===== src/hdl/cache_geom_pkg.sv =====
// cache geometry and the request address layout
// the address union gives two views of one 32-bit byte address

package cache_geom_pkg;

    // line and address widths
    localparam int line_bits      = 512;
    localparam int line_addr_bits = 26;
    localparam int tag_bits       = 20;
    localparam int index_bits     = 6;
    localparam int offset_bits    = 6;

    // store sizes
    localparam int sets            = 64;
    localparam int victim_entries  = 4;
    localparam int victim_ptr_bits = 2;

    // direct-mapped view for the first-level store
    typedef struct packed {
        logic [tag_bits-1:0]    tag;
        logic [index_bits-1:0]  index;
        logic [offset_bits-1:0] offset;
    } addr_tio_s;

    // whole-line view for the victim buffer and memory port
    typedef struct packed {
        logic [line_addr_bits-1:0] line;
        logic [offset_bits-1:0]    offset;
    } addr_lo_s;

    typedef union packed {
        addr_tio_s tio;
        addr_lo_s  la;
    } cache_addr_u;

endpackage


===== src/hdl/victim_buffer.sv =====
`timescale 1ns/100ps
// four-entry fully associative victim store for lines pushed out of L1
// combinational lookup, round-robin insert, invalidate by line address

module victim_buffer (
    input  logic                                      clk,
    input  logic                                      rstn,
    input  logic [cache_geom_pkg::line_addr_bits-1:0] line,
    input  logic                                      insert,
    input  logic [cache_geom_pkg::line_addr_bits-1:0] insert_line,
    input  logic [cache_geom_pkg::line_bits-1:0]      insert_data,
    input  logic                                      invalidate,
    output logic                                      hit,
    output logic [cache_geom_pkg::line_bits-1:0]      data
);

    logic [cache_geom_pkg::victim_entries-1:0]  ent_valid;
    logic [cache_geom_pkg::line_addr_bits-1:0]  ent_line [cache_geom_pkg::victim_entries];
    logic [cache_geom_pkg::line_bits-1:0]       ent_data [cache_geom_pkg::victim_entries];
    logic [cache_geom_pkg::victim_ptr_bits-1:0] ins_ptr;
    logic [cache_geom_pkg::victim_entries-1:0]  match;
    logic [cache_geom_pkg::victim_ptr_bits-1:0] hit_sel;

    always_comb begin
        for (int i = 0; i < cache_geom_pkg::victim_entries; i++) begin
            match[i] = ent_valid[i] && (ent_line[i] == line);
        end
    end

    // lowest-numbered matching entry wins
    always_comb begin
        hit_sel = '0;
        for (int i = cache_geom_pkg::victim_entries - 1; i >= 0; i--) begin
            if (match[i]) begin
                hit_sel = i[cache_geom_pkg::victim_ptr_bits-1:0];
            end
        end
    end

    assign hit  = |match;
    assign data = hit ? ent_data[hit_sel] : '0;

    always_ff @(posedge clk) begin
        if (!rstn) begin
            ent_valid <= '0;
            ins_ptr   <= '0;
        end else begin
            for (int i = 0; i < cache_geom_pkg::victim_entries; i++) begin
                // insert takes priority over invalidate at its own slot
                if (insert && (ins_ptr == i[cache_geom_pkg::victim_ptr_bits-1:0])) begin
                    ent_valid[i] <= 1'b1;
                end else if (invalidate && match[i]) begin
                    ent_valid[i] <= 1'b0;
                end
            end
            if (insert) begin
                ins_ptr <= ins_ptr + 1'b1;
            end
        end
    end

    always_ff @(posedge clk) begin
        if (insert) begin
            ent_line[ins_ptr] <= insert_line;
            ent_data[ins_ptr] <= insert_data;
        end
    end

endmodule


===== config.mk =====
export PLATFORM = sky130hd
export DESIGN_NAME = victim_buffer
export DESIGN_NICKNAME = d
export VERILOG_FILES = /design/src/hdl/cache_geom_pkg.sv /design/src/hdl/victim_buffer.sv
export SDC_FILE = /design/constraint.sdc
export NUM_CORES = 2
export LEC_CHECK = 0
export BUFFER_PORTS_ARGS = -buffer_cell sky130_fd_sc_hd__buf_4
export CELL_PAD_IN_SITES_DETAIL_PLACEMENT = 1
export CELL_PAD_IN_SITES_GLOBAL_PLACEMENT = 1
export CORE_AREA = 3 3 414 416
export DETAILED_ROUTE_END_ITERATION = 10
export DIE_AREA = 0 0 417 419
export PLACE_DENSITY = 0.76
export SYNTH_ARGS = -nofsm -noshare
export SYNTH_HDL_FRONTEND = slang
export SYNTH_SLANG_ARGS = --single-unit

===== constraint.sdc =====
create_clock -name clk -period 40.4 [get_ports clk]
set_input_delay 2.02 -clock clk [delete_from_list [all_inputs] [get_ports clk]]
set_output_delay 2.02 -clock clk [all_outputs]
set_load 0.1 [all_outputs]

Word-level counts from Yosys, hierarchy flattened
Memory sizes are Yosys's and may differ from the RTL's.
Cells that the tools add are included.

storage, ports and cells
  bits in writable memories = 2,152
  word-level logic and storage cells = 48
  bits of input ports = 568
  flip-flop bits (word level) = 6
  ROM bits = 0
  output and inout bits = 513
  memories kept = 2
  latch bits = 0

operators by class
  bitwise gates (word level) = 0
  add/subtract/negate cells = 1
  shifts and indexed selects = 0
  equality and inequality tests = 7
  div/mod/pow operators = 0
  multipliers = 0
  muxes and demuxes = 15
  $lt $le $gt $ge = 0
  reduce and logical (&&, ||, !) cells = 18

memories
  memory    words  bits a word  rd ports  clocked after Yosys merged registers in  wr ports  line                 source
  ent_data  4      512          1         0                                        1         victim_buffer.sv:19  logic [cache_geom_pkg::line_bits-1:0] ent_data [cache_geom_pkg::victim_entries];
  ent_line  4      26           4         0                                        1         victim_buffer.sv:18  logic [cache_geom_pkg::line_addr_bits-1:0] ent_line [cache_geom_pkg::victim_entries];

operator list
  kind                                                              number
  512-bit two-way mux                                               1
  26-bit == test                                                    4
  1-bit logical AND                                                 12
  1-bit two-way mux                                                 10
  2-bit two-way mux                                                 4
  2-bit nonzero test                                                4
  2-bit == test (second input constant)                             2
  4-bit OR reduction                                                1
  2-bit by 1-bit adder with 2-bit output (second input constant)    1
  2-bit by 1-bit == test with 1-bit output (second input constant)  1
  2-bit logical NOT                                                 1

Logic depth before layout (Yosys ltp)
An unclocked memory read counts as a cell.

  word-level depth = 8
  mapped depth = 10
  depth with buffers taken out = 6

Worst setup path before layout
Ideal clock, no wire load.

  kind = input to register
  from = in insert
  to = reg ent_valid[0] (netlist bit)
  path slack = 25.251 ns
  library setup time = 0.117 ns
  data arrival time = 15.032 ns
  data required time = 40.283 ns
  stages = 2
  buffers on the path = 0
  cell sequence = and2_1 o21a_1

between the ends
  word-level cells in the longest chain between the ends = 2
  elaborated cells on any way between the ends = 3
  classes of those cells = 1 x mux; 2 x reduce/logical

RTL lines
  item                                                     line                 source
  start, declared                                          victim_buffer.sv:9   input logic insert,
  1-bit logical AND (*)                                    victim_buffer.sv:50  if (insert && (ins_ptr == i[cache_geom_pkg::victim_ptr_bits-1:0])) begin
  1-bit two-way mux or 2-bit nonzero test (tied branches)  n/a
  end signal, assigned                                     victim_buffer.sv:45  ent_valid <= '0;
  end signal, assigned by index                            victim_buffer.sv:51  ent_valid[i] <= 1'b1;
  end signal, assigned by index                            victim_buffer.sv:53  ent_valid[i] <= 1'b0;
  end, declared                                            victim_buffer.sv:17  logic [cache_geom_pkg::victim_entries-1:0] ent_valid;

Mark *: on every way between the ends. The rest lies on a longest branch, timed or not.
A chain may end at the register's enable or synchronous reset.

Worst setup path in the final report
  from = in line[2] (netlist bit)
  to = out data[260] (netlist bit)

between the ends
  word-level cells in the longest chain between the ends = 8
  elaborated cells on any way between the ends = 15
  classes of those cells = 4 x eq/ne; 5 x mux; 5 x reduce/logical; 1 x memory

RTL lines
  item                            line                 source
  start, declared                 victim_buffer.sv:8   input logic [cache_geom_pkg::line_addr_bits-1:0] line,
  26-bit == test                  victim_buffer.sv:26  match[i] = ent_valid[i] && (ent_line[i] == line);
  1-bit logical AND               victim_buffer.sv:26
  2-bit two-way mux (4 in a row)  victim_buffer.sv:34  if (match[i]) begin
  memory read 4 x 512 bit         n/a
  512-bit two-way mux (*)         victim_buffer.sv:41  assign data = hit ? ent_data[hit_sel] : '0;
  end, declared                   victim_buffer.sv:14  output logic [cache_geom_pkg::line_bits-1:0] data

Marks and branches as above.

==> reports/metrics.yaml <==
status: "finished, violations left"
violations: "max-slew violations"
wirelength_um: 266900
netlist_top_cells_count: "edfxtp_1, a31oi_1, nand2_1, nor2_1, nand3_1"
pin_count: 1081
numCtsBuffers: 215
start_util: 0.4805
worstPathRequired_ps: 38380
post-route-util: 0.5827
synthCells: 5305
crit_type: "in2out"
synth-edff-count: 2152
timing.rr.start: "ins_ptr[0]$_SDFFE_PN0P_"
syn2layout_area_growth_pct: 21.29
nNetsFinal: 6844
drt_iter0_markers: 5744
syn_nets: 5877
cts_buffer_depth: 3
grt_max_degree: 202
startpoint: "line[2]"
crit_path_start_kind: "primary input"
cts_tree: "done"
min_from: "ins_ptr[1]$_SDFFE_PN0P_"
async_flop_share: 0
finalHoldViolations: 0
track_usage: 0.2934
cts_root_buffer: "clkbuf_16"
ys_seq_area_frac: 0.8040
max_freq_mhz: 107.7
synth_flop_cell: "edfxtp_1"
grt_setup_unrepaired: "no"
setup_viol: 0
post-cts-setup-buffer-count: 0
synth_top_cell_area_share: 0.8025
core-area_sq_mm: 0.1676
final_layout_size_suffix_gt1_frac: 0.2241
fp-row-count: 150
critPathArrivalTime_ps: 7270
netlist_area_sq_mm: 0.08052
h-tree-depth: 4
die_area_sq_mm: 0.1747
ys_types: 34
leakagePower_nw: 32.67
hold_class: "reg2reg"
syn_avg_cell_area_sq_um: 15.18
grt-ovfl-total: 0
worst_pin_slew_ps: 1628
end_kind: "primary output"
firstDrtPassIters: 6
yosysTopAreaCell: "edfxtp_1"
drtAntennaViolNets: 0
slew_viol_final: 87
maxCapViolCount: 0
synth_area_leaders: "edfxtp_1, a31oi_1, nand3_1, nand2_1, nor2_1"
gp_congestion: 0.9158
vias_per_cell: 6.073
dp_hpwl_um: 162300
tns_ps: 0
grt_pass1_wl_um: 377800
clock_latency_ps: 870
vias: 53222
period_minus_slack_ps: 9287
hold_buffers: 0
ir_drop_mv: 0.04342
antenna_found_initial: 117
post-route-drc-count: 0
synth_seq_cells: 2158
power.density_mw_per_mm2: 48.10
path_max_fanout: 201
timing.final.ws_setup_ps: 31110
ctsResizeCount: 0
routedWlPerCell_um: 30.45
pre_cts_slack_ps: 31420
max_slew_margin: -0.08563
first_global_vias: 55253
cts_sinks: 2158
yosysWarnings: 0
synth.most_common_cell: "edfxtp_1"
dieWidth_um: 417
skew_ps: 32.43
path_clk_slew_ps: 60
io_buffers: 1080
post-route-period-util: 0.2299
die_h_um: 419
[path summary, 6_finish.rpt]
path                                                   end  slack (ps)  depth (start not counted)
worst min register to register     ins_ptr[1]$_SDFFE_PN0P_         570                          2
worst min-delay path               ins_ptr[1]$_SDFFE_PN0P_         570                          2
worst max register to register  ent_data[1][188]$_DFFE_PP_       35220                          6
worst max-delay path                             data[260]       31110                         12
[critical path, cell delays in order]
cell      delay (ps)
buf_4            140
nor2b_1          180
a2111o_1         180
nor4_1            90
nand4_1          140
buf_12           390
buf_4            710
buf_12           470
buf_4            850
nand3_1          200
a31oi_1          360
buf_4            360
[layout by cell type (no fill, tap or decap), types with 6 or more instances in the layout]
master and n:
edfxtp_1 2152, clkinv_1 69, dfxtp_1 6, xor2_1 79, nor4_1 21, nand2_1 518, buf_4 1132, inv_1 12
clkbuf_1 40, bufinv_16 16, nand4_1 8, clkinv_2 39, nand3_1 513, diode_2 106, a31oi_1 1024, nor2_1 516
clkbuf_16 216, xnor2_1 17, buf_12 16, nor2b_1 7
[kinds of logic (layout without fill, tap and decap cells)]
kind of cell | after synthesis | count (layout) | share of synthesized area
other | 0 | 106 | 0
flip-flops | 2158 | 2158 | 0.8040
multiplexers | 1 | 1 | 0.0001243
AND/OR/NAND/NOR | 1595 | 1595 | 0.08389
buffers and inverters | 411 | 1559 | 0.01953
AO/OA/AOI/OAI | 1040 | 1040 | 0.08137
XOR/XNOR | 96 | 96 | 0.01044
adder cells (fa/ha/maj) | 4 | 4 | 0.0006216
[flip-flops by register name, indices dropped and copies added, names as in the netlist]
register   cells
ent_valid      4
ent_line     104
ent_data    2048
ins_ptr        2
[stage by stage]
stage / hold WS, ps / power [mW] / instance area, sq um / std cells
finish: 574.9 / 4.698 / 97670 / 8763
global route: 619.9 / 4.830 / 97620 / 8745
CTS: 577.0 / 4.718 / 97400 / 8657
detailed placement: 560.5 / 2.796 / 90610 / 8259
global placement: 544.1 / 2.784 / 90610 / 8259
floorplan: 452.9 / 2.743 / 80520 / 5305
[routing by layer]
| layer | wire length [um] | GRT usage |
|---|---|---|
| met5 | 232 | 0 |
| met4 | 19640 | 0.2049 |
| met3 | 23120 | 0.08589 |
| met2 | 130500 | 0.4706 |
| met1 | 93380 | 0.3409 |
[area by class of cell]
type	count	area (sq um)
clock buffers	256	5555
well taps	2204	2758
multi-input cells	2736	14230
flip-flops and latches	2158	64740
clock inverters	142	1241
fillers	15773	69930
inverters	13	56.30
repair buffers	1148	8818
diodes	106	265.3
[power breakdown]
group / total (mW) / internal (mW) / leakage, nW / switching, mW
logic: 0.148 / 0.0453 / 9.54 / 0.103
clock network: 1.95 / 1.08 / 3.32 / 0.862
registers: 2.60 / 2.58 / 19.8 / 0.0268
Power figures use the tool's default switching activity.
